File: src/verilog/depth_pkg.sv
package depth_pkg;

    localparam int addr_width = 26;
    localparam int data_width = 32;
    localparam int color_width = 24;

    // Each pixel takes 8 bytes, colour word first and depth word after it
    localparam int pixel_shift = 3;
    localparam int depth_offset = 4;

    typedef struct packed {
        logic [addr_width-1:0] addr;
        logic [color_width-1:0] color;
        logic [data_width-1:0] depth;
    } fragment_t;

    typedef struct packed {
        logic [addr_width-1:0] addr;
    } read_req_t;

    typedef struct packed {
        logic [addr_width-1:0] addr;
        logic [data_width-1:0] data;
        logic [3:0] byteenable;
    } write_req_t;

    typedef struct packed {
        logic [addr_width-1:0] address;
        logic read;
        logic write;
        logic [3:0] byteenable;
        logic [data_width-1:0] writedata;
    } bus_t;

endpackage
File: src/verilog/depth_test_unit.sv
`timescale 1ns/1ps

module depth_test_unit #(
    parameter int lane_count = 4,
    parameter int lane_depth = 4
) (
    input  logic                             clock,
    input  logic                             reset,
    input  logic                             fragment_valid,
    input  depth_pkg::fragment_t             fragment,
    output logic                             fragment_stall,
    output depth_pkg::bus_t                  bus,
    input  logic                             waitrequest,
    input  logic [depth_pkg::data_width-1:0] readdata,
    input  logic                             readdatavalid,
    output logic [31:0]                      passed_count,
    output logic [31:0]                      failed_count
);

    logic [lane_count-1:0] frag_valid;
    logic [lane_count-1:0] lane_stall;
    logic [lane_count-1:0] rd_valid;
    logic [lane_count-1:0] rd_grant;
    logic [lane_count-1:0] wr_valid;
    logic [lane_count-1:0] wr_grant;
    logic [lane_count-1:0] rd_return_valid;
    logic [lane_count-1:0] retire_pass;
    logic [lane_count-1:0] retire_fail;
    depth_pkg::read_req_t [lane_count-1:0] rd_req;
    depth_pkg::write_req_t [lane_count-1:0] wr_req;
    depth_pkg::fragment_t frag;
    logic [depth_pkg::data_width-1:0] rd_return_data;

    fragment_dispatch #(.lane_count(lane_count)) i_dispatch (
        .clock(clock),
        .reset(reset),
        .fragment_valid(fragment_valid),
        .fragment(fragment),
        .fragment_stall(fragment_stall),
        .lane_valid(frag_valid),
        .lane_fragment(frag),
        .lane_stall(lane_stall)
    );

    for (genvar i = 0; i < lane_count; i++) begin : g_lane
        depth_lane #(.lane_depth(lane_depth)) i_lane (
            .clock(clock),
            .reset(reset),
            .frag_valid(frag_valid[i]),
            .frag(frag),
            .stall(lane_stall[i]),
            .rd_valid(rd_valid[i]),
            .rd_req(rd_req[i]),
            .rd_grant(rd_grant[i]),
            .rd_return_valid(rd_return_valid[i]),
            .rd_return_data(rd_return_data),
            .wr_valid(wr_valid[i]),
            .wr_req(wr_req[i]),
            .wr_grant(wr_grant[i]),
            .retire_pass(retire_pass[i]),
            .retire_fail(retire_fail[i])
        );
    end

    memory_arbiter #(.lane_count(lane_count)) i_arbiter (
        .clock(clock),
        .reset(reset),
        .rd_valid(rd_valid),
        .rd_req(rd_req),
        .rd_grant(rd_grant),
        .wr_valid(wr_valid),
        .wr_req(wr_req),
        .wr_grant(wr_grant),
        .rd_return_valid(rd_return_valid),
        .rd_return_data(rd_return_data),
        .retire_pass(retire_pass),
        .retire_fail(retire_fail),
        .bus(bus),
        .waitrequest(waitrequest),
        .readdata(readdata),
        .readdatavalid(readdatavalid),
        .passed_count(passed_count),
        .failed_count(failed_count)
    );

endmodule

File: src/verilog/memory_arbiter.sv
`timescale 1ns/1ps

module memory_arbiter #(
    parameter int lane_count = 4
) (
    input  logic                                   clock,
    input  logic                                   reset,
    input  logic [lane_count-1:0]                  rd_valid,
    input  depth_pkg::read_req_t [lane_count-1:0]  rd_req,
    output logic [lane_count-1:0]                  rd_grant,
    input  logic [lane_count-1:0]                  wr_valid,
    input  depth_pkg::write_req_t [lane_count-1:0] wr_req,
    output logic [lane_count-1:0]                  wr_grant,
    output logic [lane_count-1:0]                  rd_return_valid,
    output logic [depth_pkg::data_width-1:0]       rd_return_data,
    input  logic [lane_count-1:0]                  retire_pass,
    input  logic [lane_count-1:0]                  retire_fail,
    output depth_pkg::bus_t                        bus,
    input  logic                                   waitrequest,
    input  logic [depth_pkg::data_width-1:0]       readdata,
    input  logic                                   readdatavalid,
    output logic [31:0]                            passed_count,
    output logic [31:0]                            failed_count
);

    localparam int lane_bits = $clog2(lane_count);
    localparam int tag_depth = 2 * lane_count;
    typedef logic [lane_bits-1:0] lane_idx_t;

    lane_idx_t wr_ptr;
    lane_idx_t rd_ptr;
    lane_idx_t wr_sel;
    lane_idx_t rd_sel;
    lane_idx_t cur_lane;
    lane_idx_t locked_lane;
    lane_idx_t tag_head;
    logic wr_any;
    logic rd_any;
    logic cur_write;
    logic cur_read;
    logic locked;
    logic locked_write;
    logic tag_full;
    logic tag_empty;
    logic accepted;

    // Scan downwards so the lane nearest the pointer wins
    always_comb begin
        wr_any = 1'b0;
        rd_any = 1'b0;
        wr_sel = wr_ptr;
        rd_sel = rd_ptr;
        for (int k = lane_count - 1; k >= 0; k--) begin
            if (wr_valid[wr_ptr + lane_idx_t'(k)]) begin
                wr_any = 1'b1;
                wr_sel = wr_ptr + lane_idx_t'(k);
            end
            if (rd_valid[rd_ptr + lane_idx_t'(k)]) begin
                rd_any = 1'b1;
                rd_sel = rd_ptr + lane_idx_t'(k);
            end
        end
    end

    // A request stalled by waitrequest stays on the bus until accepted
    always_comb begin
        if (locked) begin
            cur_write = locked_write;
            cur_read = !locked_write;
            cur_lane = locked_lane;
        end else begin
            cur_write = wr_any;
            cur_read = !wr_any && rd_any && !tag_full;
            cur_lane = wr_any ? wr_sel : rd_sel;
        end
    end

    always_comb begin
        bus.read = cur_read;
        bus.write = cur_write;
        bus.address = cur_write ? wr_req[cur_lane].addr : rd_req[cur_lane].addr;
        bus.byteenable = cur_write ? wr_req[cur_lane].byteenable : 4'b1111;
        bus.writedata = cur_write ? wr_req[cur_lane].data : '0;
    end

    assign accepted = (cur_read || cur_write) && !waitrequest;

    always_comb begin
        rd_grant = '0;
        wr_grant = '0;
        rd_grant[cur_lane] = accepted && cur_read;
        wr_grant[cur_lane] = accepted && cur_write;
    end

    request_fifo #(.payload_t(lane_idx_t), .depth(tag_depth)) i_tag_fifo (
        .clock(clock),
        .reset(reset),
        .push(accepted && cur_read),
        .push_data(cur_lane),
        .pop(readdatavalid),
        .pop_data(tag_head),
        .full(tag_full),
        .empty(tag_empty)
    );

    always_ff @(posedge clock or negedge reset) begin
        if (!reset) begin
            wr_ptr <= '0;
            rd_ptr <= '0;
            locked <= 1'b0;
            locked_write <= 1'b0;
            locked_lane <= '0;
            rd_return_valid <= '0;
            passed_count <= '0;
            failed_count <= '0;
        end else begin
            if (accepted && cur_write)
                wr_ptr <= cur_lane + 1'b1;
            if (accepted && cur_read)
                rd_ptr <= cur_lane + 1'b1;
            locked <= (cur_read || cur_write) && waitrequest;
            locked_write <= cur_write;
            locked_lane <= cur_lane;
            rd_return_valid <= readdatavalid ? (lane_count'(1) << tag_head) : '0;
            passed_count <= passed_count + 32'($countones(retire_pass));
            failed_count <= failed_count + 32'($countones(retire_fail));
        end
    end

    always_ff @(posedge clock) begin
        if (readdatavalid)
            rd_return_data <= readdata;
    end

    assert property (@(posedge clock) disable iff (!reset) readdatavalid |-> !tag_empty);

    // Lanes must keep a stalled request raised until it is granted
    assert property (@(posedge clock) disable iff (!reset)
        locked |-> (locked_write ? wr_valid[locked_lane] : rd_valid[locked_lane]));

endmodule

File: src/verilog/depth_lane.sv
`timescale 1ns/1ps

module depth_lane #(
    parameter int lane_depth = 4
) (
    input  logic                             clock,
    input  logic                             reset,
    input  logic                             frag_valid,
    input  depth_pkg::fragment_t             frag,
    output logic                             stall,
    output logic                             rd_valid,
    output depth_pkg::read_req_t             rd_req,
    input  logic                             rd_grant,
    input  logic                             rd_return_valid,
    input  logic [depth_pkg::data_width-1:0] rd_return_data,
    output logic                             wr_valid,
    output depth_pkg::write_req_t            wr_req,
    input  logic                             wr_grant,
    output logic                             retire_pass,
    output logic                             retire_fail
);

    typedef enum logic [1:0] {s_idle, s_color, s_depth} state_t;

    state_t state;
    logic out_valid;
    logic release_valid;
    depth_pkg::fragment_t out_fragment;
    depth_pkg::fragment_t result;
    logic [depth_pkg::data_width-1:0] old_depth;

    depth_fetch #(.lane_depth(lane_depth)) i_fetch (
        .clock(clock),
        .reset(reset),
        .frag_valid(frag_valid),
        .frag(frag),
        .stall(stall),
        .rd_valid(rd_valid),
        .rd_req(rd_req),
        .rd_grant(rd_grant),
        .rd_return_valid(rd_return_valid),
        .rd_return_data(rd_return_data),
        .out_valid(out_valid),
        .out_fragment(out_fragment),
        .old_depth(old_depth),
        .release_valid(release_valid)
    );

    assign release_valid = retire_pass || retire_fail;
    assign wr_valid = (state != s_idle);

    // Colour beat keeps the top byte of the word untouched
    always_comb begin
        wr_req.addr = result.addr;
        wr_req.data = {8'h00, result.color};
        wr_req.byteenable = 4'b0111;
        if (state == s_depth) begin
            wr_req.addr = result.addr + depth_pkg::addr_width'(depth_pkg::depth_offset);
            wr_req.data = result.depth;
            wr_req.byteenable = 4'b1111;
        end
    end

    always_ff @(posedge clock or negedge reset) begin
        if (!reset) begin
            state <= s_idle;
            retire_pass <= 1'b0;
            retire_fail <= 1'b0;
        end else begin
            retire_pass <= 1'b0;
            retire_fail <= 1'b0;
            case (state)
                s_idle: begin
                    if (out_valid && out_fragment.depth < old_depth)
                        state <= s_color;
                    else if (out_valid)
                        retire_fail <= 1'b1;
                end
                s_color: begin
                    if (wr_grant)
                        state <= s_depth;
                end
                default: begin
                    if (wr_grant) begin
                        state <= s_idle;
                        retire_pass <= 1'b1;
                    end
                end
            endcase
        end
    end

    always_ff @(posedge clock) begin
        if (out_valid)
            result <= out_fragment;
    end

    // The fetch holds the next result back until this one has retired
    assert property (@(posedge clock) disable iff (!reset) out_valid |-> state == s_idle);

endmodule

File: src/verilog/depth_fetch.sv
`timescale 1ns/1ps

module depth_fetch #(
    parameter int lane_depth = 4
) (
    input  logic                             clock,
    input  logic                             reset,
    input  logic                             frag_valid,
    input  depth_pkg::fragment_t             frag,
    output logic                             stall,
    output logic                             rd_valid,
    output depth_pkg::read_req_t             rd_req,
    input  logic                             rd_grant,
    input  logic                             rd_return_valid,
    input  logic [depth_pkg::data_width-1:0] rd_return_data,
    output logic                             out_valid,
    output depth_pkg::fragment_t             out_fragment,
    output logic [depth_pkg::data_width-1:0] old_depth,
    input  logic                             release_valid
);

    localparam int ptr_width = (lane_depth > 1) ? $clog2(lane_depth) : 1;
    localparam logic [ptr_width-1:0] last = ptr_width'(lane_depth - 1);

    logic [depth_pkg::addr_width-1:0] sb_addr [lane_depth];
    logic [lane_depth-1:0] sb_valid;
    logic [ptr_width-1:0] alloc_ptr;
    logic [ptr_width-1:0] free_ptr;
    logic hazard;
    logic accept;
    logic busy;
    logic take;
    logic frag_full;
    logic frag_empty;
    logic depth_empty;
    depth_pkg::fragment_t queued;
    logic [depth_pkg::data_width-1:0] depth_head;
    logic [depth_pkg::data_width-1:0] depth_now;

    always_comb begin
        hazard = 1'b0;
        for (int i = 0; i < lane_depth; i++) begin
            if (sb_valid[i] && sb_addr[i] == frag.addr)
                hazard = 1'b1;
        end
    end

    // Scoreboard allocates in order, so a valid entry at alloc_ptr means full
    assign stall = sb_valid[alloc_ptr] || frag_full || hazard || (rd_valid && !rd_grant);
    assign accept = frag_valid && !stall;

    // Returned depths wait here while the lane is still writing back
    assign depth_now = depth_empty ? rd_return_data : depth_head;
    assign take = (!depth_empty || rd_return_valid) && (!busy || release_valid);

    request_fifo #(.payload_t(depth_pkg::fragment_t), .depth(lane_depth)) i_frag_fifo (
        .clock(clock),
        .reset(reset),
        .push(accept),
        .push_data(frag),
        .pop(take),
        .pop_data(queued),
        .full(frag_full),
        .empty(frag_empty)
    );

    request_fifo #(.payload_t(logic [depth_pkg::data_width-1:0]), .depth(lane_depth)) i_depth_fifo (
        .clock(clock),
        .reset(reset),
        .push(rd_return_valid && !(take && depth_empty)),
        .push_data(rd_return_data),
        .pop(take && !depth_empty),
        .pop_data(depth_head),
        .full(),
        .empty(depth_empty)
    );

    always_ff @(posedge clock or negedge reset) begin
        if (!reset) begin
            sb_valid <= '0;
            alloc_ptr <= '0;
            free_ptr <= '0;
            rd_valid <= 1'b0;
            busy <= 1'b0;
            out_valid <= 1'b0;
        end else begin
            if (accept) begin
                sb_valid[alloc_ptr] <= 1'b1;
                alloc_ptr <= (alloc_ptr == last) ? '0 : alloc_ptr + 1'b1;
            end
            if (release_valid) begin
                sb_valid[free_ptr] <= 1'b0;
                free_ptr <= (free_ptr == last) ? '0 : free_ptr + 1'b1;
            end
            if (accept)
                rd_valid <= 1'b1;
            else if (rd_grant)
                rd_valid <= 1'b0;
            if (take)
                busy <= 1'b1;
            else if (release_valid)
                busy <= 1'b0;
            out_valid <= take;
        end
    end

    always_ff @(posedge clock) begin
        if (accept) begin
            sb_addr[alloc_ptr] <= frag.addr;
            rd_req.addr <= frag.addr + depth_pkg::addr_width'(depth_pkg::depth_offset);
        end
        if (take) begin
            out_fragment <= queued;
            old_depth <= depth_now;
        end
    end

    // Reads return in order, so each one belongs to a queued fragment
    assert property (@(posedge clock) disable iff (!reset) rd_return_valid |-> !frag_empty);

endmodule

File: src/verilog/fragment_dispatch.sv
`timescale 1ns/1ps

module fragment_dispatch #(
    parameter int lane_count = 4
) (
    input  logic                  clock,
    input  logic                  reset,
    input  logic                  fragment_valid,
    input  depth_pkg::fragment_t  fragment,
    output logic                  fragment_stall,
    output logic [lane_count-1:0] lane_valid,
    output depth_pkg::fragment_t  lane_fragment,
    input  logic [lane_count-1:0] lane_stall
);

    localparam int lane_bits = $clog2(lane_count);
    typedef logic [lane_bits-1:0] lane_idx_t;

    logic ready;
    logic held_valid;
    logic drain;
    depth_pkg::fragment_t held;
    lane_idx_t held_lane;

    // Pixels interleave over the lanes just above the 8-byte offset
    assign held_lane = held.addr[depth_pkg::pixel_shift +: lane_bits];
    assign drain = held_valid && !lane_stall[held_lane];
    assign fragment_stall = !ready || (held_valid && !drain);
    assign lane_fragment = held;

    always_comb begin
        lane_valid = '0;
        lane_valid[held_lane] = held_valid;
    end

    always_ff @(posedge clock or negedge reset) begin
        if (!reset) begin
            ready <= 1'b0;
            held_valid <= 1'b0;
        end else begin
            ready <= 1'b1;
            if (fragment_valid && !fragment_stall)
                held_valid <= 1'b1;
            else if (drain)
                held_valid <= 1'b0;
        end
    end

    always_ff @(posedge clock) begin
        if (fragment_valid && !fragment_stall)
            held <= fragment;
    end

endmodule

File: src/verilog/request_fifo.sv
`timescale 1ns/1ps

module request_fifo #(
    parameter type payload_t = logic [7:0],
    parameter int depth = 4
) (
    input  logic     clock,
    input  logic     reset,
    input  logic     push,
    input  payload_t push_data,
    input  logic     pop,
    output payload_t pop_data,
    output logic     full,
    output logic     empty
);

    localparam int ptr_width = (depth > 1) ? $clog2(depth) : 1;
    localparam logic [ptr_width-1:0] last = ptr_width'(depth - 1);

    payload_t storage [depth];
    logic [ptr_width-1:0] wr_ptr;
    logic [ptr_width-1:0] rd_ptr;
    logic [ptr_width:0] count;

    assign full = (count == (ptr_width + 1)'(depth));
    assign empty = (count == '0);
    assign pop_data = storage[rd_ptr];

    always_ff @(posedge clock) begin
        if (push)
            storage[wr_ptr] <= push_data;
    end

    always_ff @(posedge clock or negedge reset) begin
        if (!reset) begin
            wr_ptr <= '0;
            rd_ptr <= '0;
            count <= '0;
        end else begin
            if (push)
                wr_ptr <= (wr_ptr == last) ? '0 : wr_ptr + 1'b1;
            if (pop)
                rd_ptr <= (rd_ptr == last) ? '0 : rd_ptr + 1'b1;
            case ({push, pop})
                2'b10: count <= count + 1'b1;
                2'b01: count <= count - 1'b1;
                default: count <= count;
            endcase
        end
    end

    assert property (@(posedge clock) disable iff (!reset) push |-> !full);
    assert property (@(posedge clock) disable iff (!reset) pop |-> !empty);

endmodule

File: config.mk
export PLATFORM = sky130hd
export DESIGN_NAME = depth_test_unit
export DESIGN_NICKNAME = d
export VERILOG_FILES = /design/src/verilog/depth_pkg.sv /design/src/verilog/depth_test_unit.sv /design/src/verilog/memory_arbiter.sv /design/src/verilog/depth_lane.sv /design/src/verilog/depth_fetch.sv /design/src/verilog/fragment_dispatch.sv /design/src/verilog/request_fifo.sv
export SDC_FILE = /design/constraint.sdc
export NUM_CORES = 2
export LEC_CHECK = 0
export BUFFER_PORTS_ARGS = -buffer_cell sky130_fd_sc_hd__buf_2
export CORE_ASPECT_RATIO = 0.5
export CORE_MARGIN = 2
export CORE_UTILIZATION = 61
export CTS_CLUSTER_DIAMETER = 200
export CTS_CLUSTER_SIZE = 28
export DETAILED_ROUTE_END_ITERATION = 12
export MAX_ROUTING_LAYER = met4
export PLACE_DENSITY = 0.78
export SLEW_MARGIN = 20
export SYNTH_ARGS = -nofsm -noshare
export SYNTH_HDL_FRONTEND = slang
export SYNTH_SLANG_ARGS = --single-unit
File: constraint.sdc
create_clock -name clock -period 14.38 [get_ports clock]
set_input_delay 1.438 -clock clock [delete_from_list [all_inputs] [get_ports clock]]
set_output_delay 1.438 -clock clock [all_outputs]
set_load 0.005 [all_outputs]
==> key figures <==
Outcome
  – Status: finished, final reports clean

Global route
  – Grt ovf: 0
  – First-pass GRT wire length: 491000 um
  – Largest net degree at the start of global routing: 96
  – Vias in the first global route: 64900
  – Tot GR Track Use: 32.5%
  – Initial antenna violation count: 27

Power
  – Net Sw Frac: 33.2%
  – Internal: about 17 mW
  – Power share of the combinational group: 28.8%
  – Register share of total power: 51.9%
  – Net Sw Power: approximately 8.5 mW
  – Pwr dens: between 150 and 200 nW/um^2
  – LEAKAGE: 47.1 nW
  – Clock power frac: 19.3%
  – Peak supply drop: 234 uV

Setup path
  – Reg2reg setup slack: 8.53 ns
  – CP Buf/Inv Count: 4
  – WS Path Type: reg2out
  – Critical Path Max Stage Delay: 0.89 ns
  – Worst setup SP type: flip-flop
  – Crit-path cells: o21ba_2, o22a_1, o31ai_1, a21oi_4, buf_4, clkinv_2, buf_4, o21ai_0, a311oi_1, buf_2
  – Arr. time, crit path: 5.30 ns
  – Crit-path max FO: 67
  – Top delay family on crit path: compound AO/OA/AOI/OAI gates
  – Slowest stage cell, crit path: a311oi_1
  – Crit path capture type: output pin
  – CP most frequent cell: buf_4
  – Critical Path RT: 12.94 ns

Floorplan
  – Starting Density: 61.5%
  – Full die area: 224000 um^2
  – Die Height: roughly 340 um
  – Num rows: 121
  – Core area: 218000 um^2
  – Chip Width: 668 um
  – Total I/O pin count: 248

Timing
  – Final hold viol count: 0
  – Endpoints failing setup: 0
  – Crit path time final: slightly below 7 ns
  – Hold slack: 0.386 ns
  – Peak Freq: 148 MHz
  – Worst slew pin tran: 1.15 ns
  – Relative slew slack: a little under a quarter
  – Setup ws final: 7.64 ns
  – Final period util: between 40% and 50%
  – Worst clock skew: 0.0947 ns
  – Max-slew violation count: 0
  – RSZ-0062 raised after global routing: no
  – Post-Route Setup TNS: 0 ns

Route
  – Drt wl/cell: roughly 34 um
  – Mean number of vias per cell: around 6.7
  – Drt drc: 0
  – DR iter-0 viols: 12500
  – Final ANT Viol Nets: 0
  – DR vias: 69000
  – Pre-Repair DR Iteration Count: 6
  – Post-Route WL: 353000 um

CTS
  – Clock Latency Late Sink: 0.89 ns
  – Cts repair resizes: 0
  – CTS Buffer Depth: 4
  – Reg clk slew, reported paths: 0.11 ns
  – CTS Root Cell: clkbuf_16
  – # clock sinks: 3462
  – CTS tree: done
  – Post-CTS Setup Bufs: 0
  – CTS hold repair buffers: 0
  – CTS Buf Count: between 100 and 150
  – Htree depth: 4

Final layout
  – Area growth from synthesis to layout: 6.97%
  – Layout cells sized above 1: 17.0%
  – NumNets Final: 7671
  – Non-filler cells in the finished layout: 10400

Synth
  – Area leader, netlist: edfxtp_1
  – Average size of a mapped cell: 19.1 um^2
  – Synth warn: 0
  – Seq/Total Area, Yosys: 76.6%
  – Most common cell in the netlist: edfxtp_1
  – Synthesis-stage register bit count: around 3500
  – Top_reg_cell synth: edfxtp_1
  – Top-area cell type share of the netlist area: 72.8%
  – Asr flop ratio synth: 5.89%
  – Synthesized area: 134000 um^2
  – Unique cell type count in the Yosys netlist: 68
  – Top area cells in the synthesized netlist: edfxtp_1, mux4_2, dfrtp_1
  – Post-synth EDFFs: approximately 3300
  – Cells after Synth: 7049
  – Commonest cells post-synth: edfxtp_1, mux4_2, nand2_1

Place
  – DP Worst Slack: 8.65 ns
  – DP Cell Count: 10100
  – RD Place Congestion: 0.979
  – Post-DP HPWL: 218000 um
  – PortBufs: 244

Min path
  – Min-Delay Path Class: reg2reg

Run
  – Max Cap Viol: 0
==> sequential cells by signal, summed over array words and instances, names as in the netlist, 8 cells and up <==
register	cells
g_lane.i_lane.i_fetch.i_frag_fifo.storage	1312
g_lane.i_lane.i_fetch.i_depth_fifo.storage	512
g_lane.i_lane.i_fetch.sb_addr	416
g_lane.i_lane.i_fetch.out_fragment	328
g_lane.i_lane.result	328
g_lane.i_lane.i_fetch.old_depth	128
g_lane.i_lane.i_fetch.rd_req	104
i_dispatch.lane_fragment	82
i_arbiter.failed_count	32
i_arbiter.passed_count	32
i_arbiter.rd_return_data	32
g_lane.i_lane.i_fetch.sb_valid	16
i_arbiter.i_tag_fifo.storage	16
g_lane.i_lane.i_fetch.i_depth_fifo.count	12
g_lane.i_lane.i_fetch.i_frag_fifo.count	12
g_lane.i_lane.i_fetch.alloc_ptr	8
g_lane.i_lane.i_fetch.free_ptr	8
g_lane.i_lane.i_fetch.i_depth_fifo.rd_ptr	8
g_lane.i_lane.i_fetch.i_depth_fifo.wr_ptr	8
g_lane.i_lane.i_fetch.i_frag_fifo.rd_ptr	8
g_lane.i_lane.i_fetch.i_frag_fifo.wr_ptr	8
g_lane.i_lane.state	8
==> power by group through the flow <==
stage               registers [mW]  logic, mW  clock network, mW
finish                        13.3       7.40               4.94
CTS                           13.3       7.25               4.95
detailed placement            13.5       7.17                  0
floorplan                     13.0       4.63                  0
global placement              13.5       7.07                  0
global route                  13.4       7.71               5.26
==> layer usage <==
layer / track usage, % / vias to the layer above / part of all wire [%]
met3: 13.6 / 582 / 18
met1: 46.7 / 35300 / 37
met4: 7.07 / 0 / 2.6
li1: - / 27800 / -
met2: 43.7 / 5268 / 42
met5: - / - / 0
==> worst paths after layout <==
path                                                                          endpoint  cells after the start                                           startpoint
setup / recovery                                                                bus[3]                     10                g_lane[2].i_lane.state[1]$_DFFE_PN0P_
setup reg to reg                                                             flip-flop                     10                      i_arbiter.rd_ptr[1]$_DFFE_PN0P_
hold / removal                                   g_lane[3].i_lane.result[32]$_DFFE_PP_                      0  g_lane[3].i_lane.i_fetch.out_fragment[32]$_DFFE_PP_
hold reg to reg                                  g_lane[3].i_lane.result[32]$_DFFE_PP_                      0  g_lane[3].i_lane.i_fetch.out_fragment[32]$_DFFE_PP_
min in group asynchronous               g_lane[0].i_lane.i_fetch.sb_valid[3]$_DFF_PN0_                      1                                                reset
max in group asynchronous  g_lane[2].i_lane.i_fetch.i_depth_fifo.rd_ptr[0]$_DFFE_PN0P_                      3                                                reset
==> logic make-up (layout without fill, tap and decap cells) <==
group	Yosys count	in the layout	synth area share [%]
AO/OA/AOI/OAI	412	412	2.04
XOR/XNOR	616	616	4.02
adder cells (fa/ha/maj)	239	239	2.31
buffers and inverters	504	840	1.48
flip-flops	3462	3462	76.6
multiplexers	627	627	9.16
other	1	18	0.00279
AND/OR/NAND/NOR	1188	1188	4.36
==> layout by cell type, fill, tap and decap left out, types with 13 or more instances in the layout <==
master / netlist / layout
edfxtp_1: 3258 / 3258
mux4_2: 467 / 467
nand2_1: 449 / 448
xnor2_1: 442 / 442
buf_2: 62 / 243
inv_1: 228 / 228
ha_1: 224 / 224
dfrtp_1: 204 / 188
xor2_1: 174 / 174
nand3_1: 168 / 168
clkbuf_16: 0 / 152
mux2_2: 148 / 148
nand4_1: 143 / 143
buf_4: 5 / 131
nor2_1: 118 / 115
o21ai_0: 102 / 102
clkbuf_1: 133 / 72
and3_1: 87 / 70
a21oi_1: 72 / 68
a21o_1: 47 / 47
nor3_1: 50 / 46
nor4_1: 40 / 40
a311oi_1: 34 / 34
a31oi_1: 27 / 27
o22ai_1: 19 / 19
nand2b_1: 17 / 17
a2bb2oi_1: 17 / 17
and4_1: 16 / 16
and2_4: 0 / 16
a211oi_1: 15 / 15
o211ai_1: 15 / 15
fa_1: 15 / 15
diode_2: 0 / 14
and2_1: 44 / 14
and2_2: 0 / 14
and3_2: 0 / 14
nor2b_1: 17 / 13
==> through the flow <==
| step | utilization [%] | cell area (um^2) | power (mW) |
|---|---|---|---|
| after global routing | 65.8 | 144000 | 26.4 |
| after detailed placement | 63.9 | 140000 | 20.7 |
| after floorplan | - | 134000 | 17.7 |
| after global placement | 63.9 | 139000 | 20.5 |
| final | 65.8 | 144000 | 25.7 |
| after CTS | 65.8 | 144000 | 25.5 |
==> layout make-up <==
class / instances / area [um^2]
Tap cell: 2952 / 3690
Sequential cell: 3462 / 103000
Multi-Input combinational cell: 3086 / 29600
Clock inverter: 2 / 27.5
Fill cell: 13800 / 74600
Antenna cell: 14 / 35.0
Inverter: 232 / 875
Timing Repair Buffer: 382 / 2350
Clock buffer: 224 / 4070
Note: power is estimated with default switching activity, not from simulation.
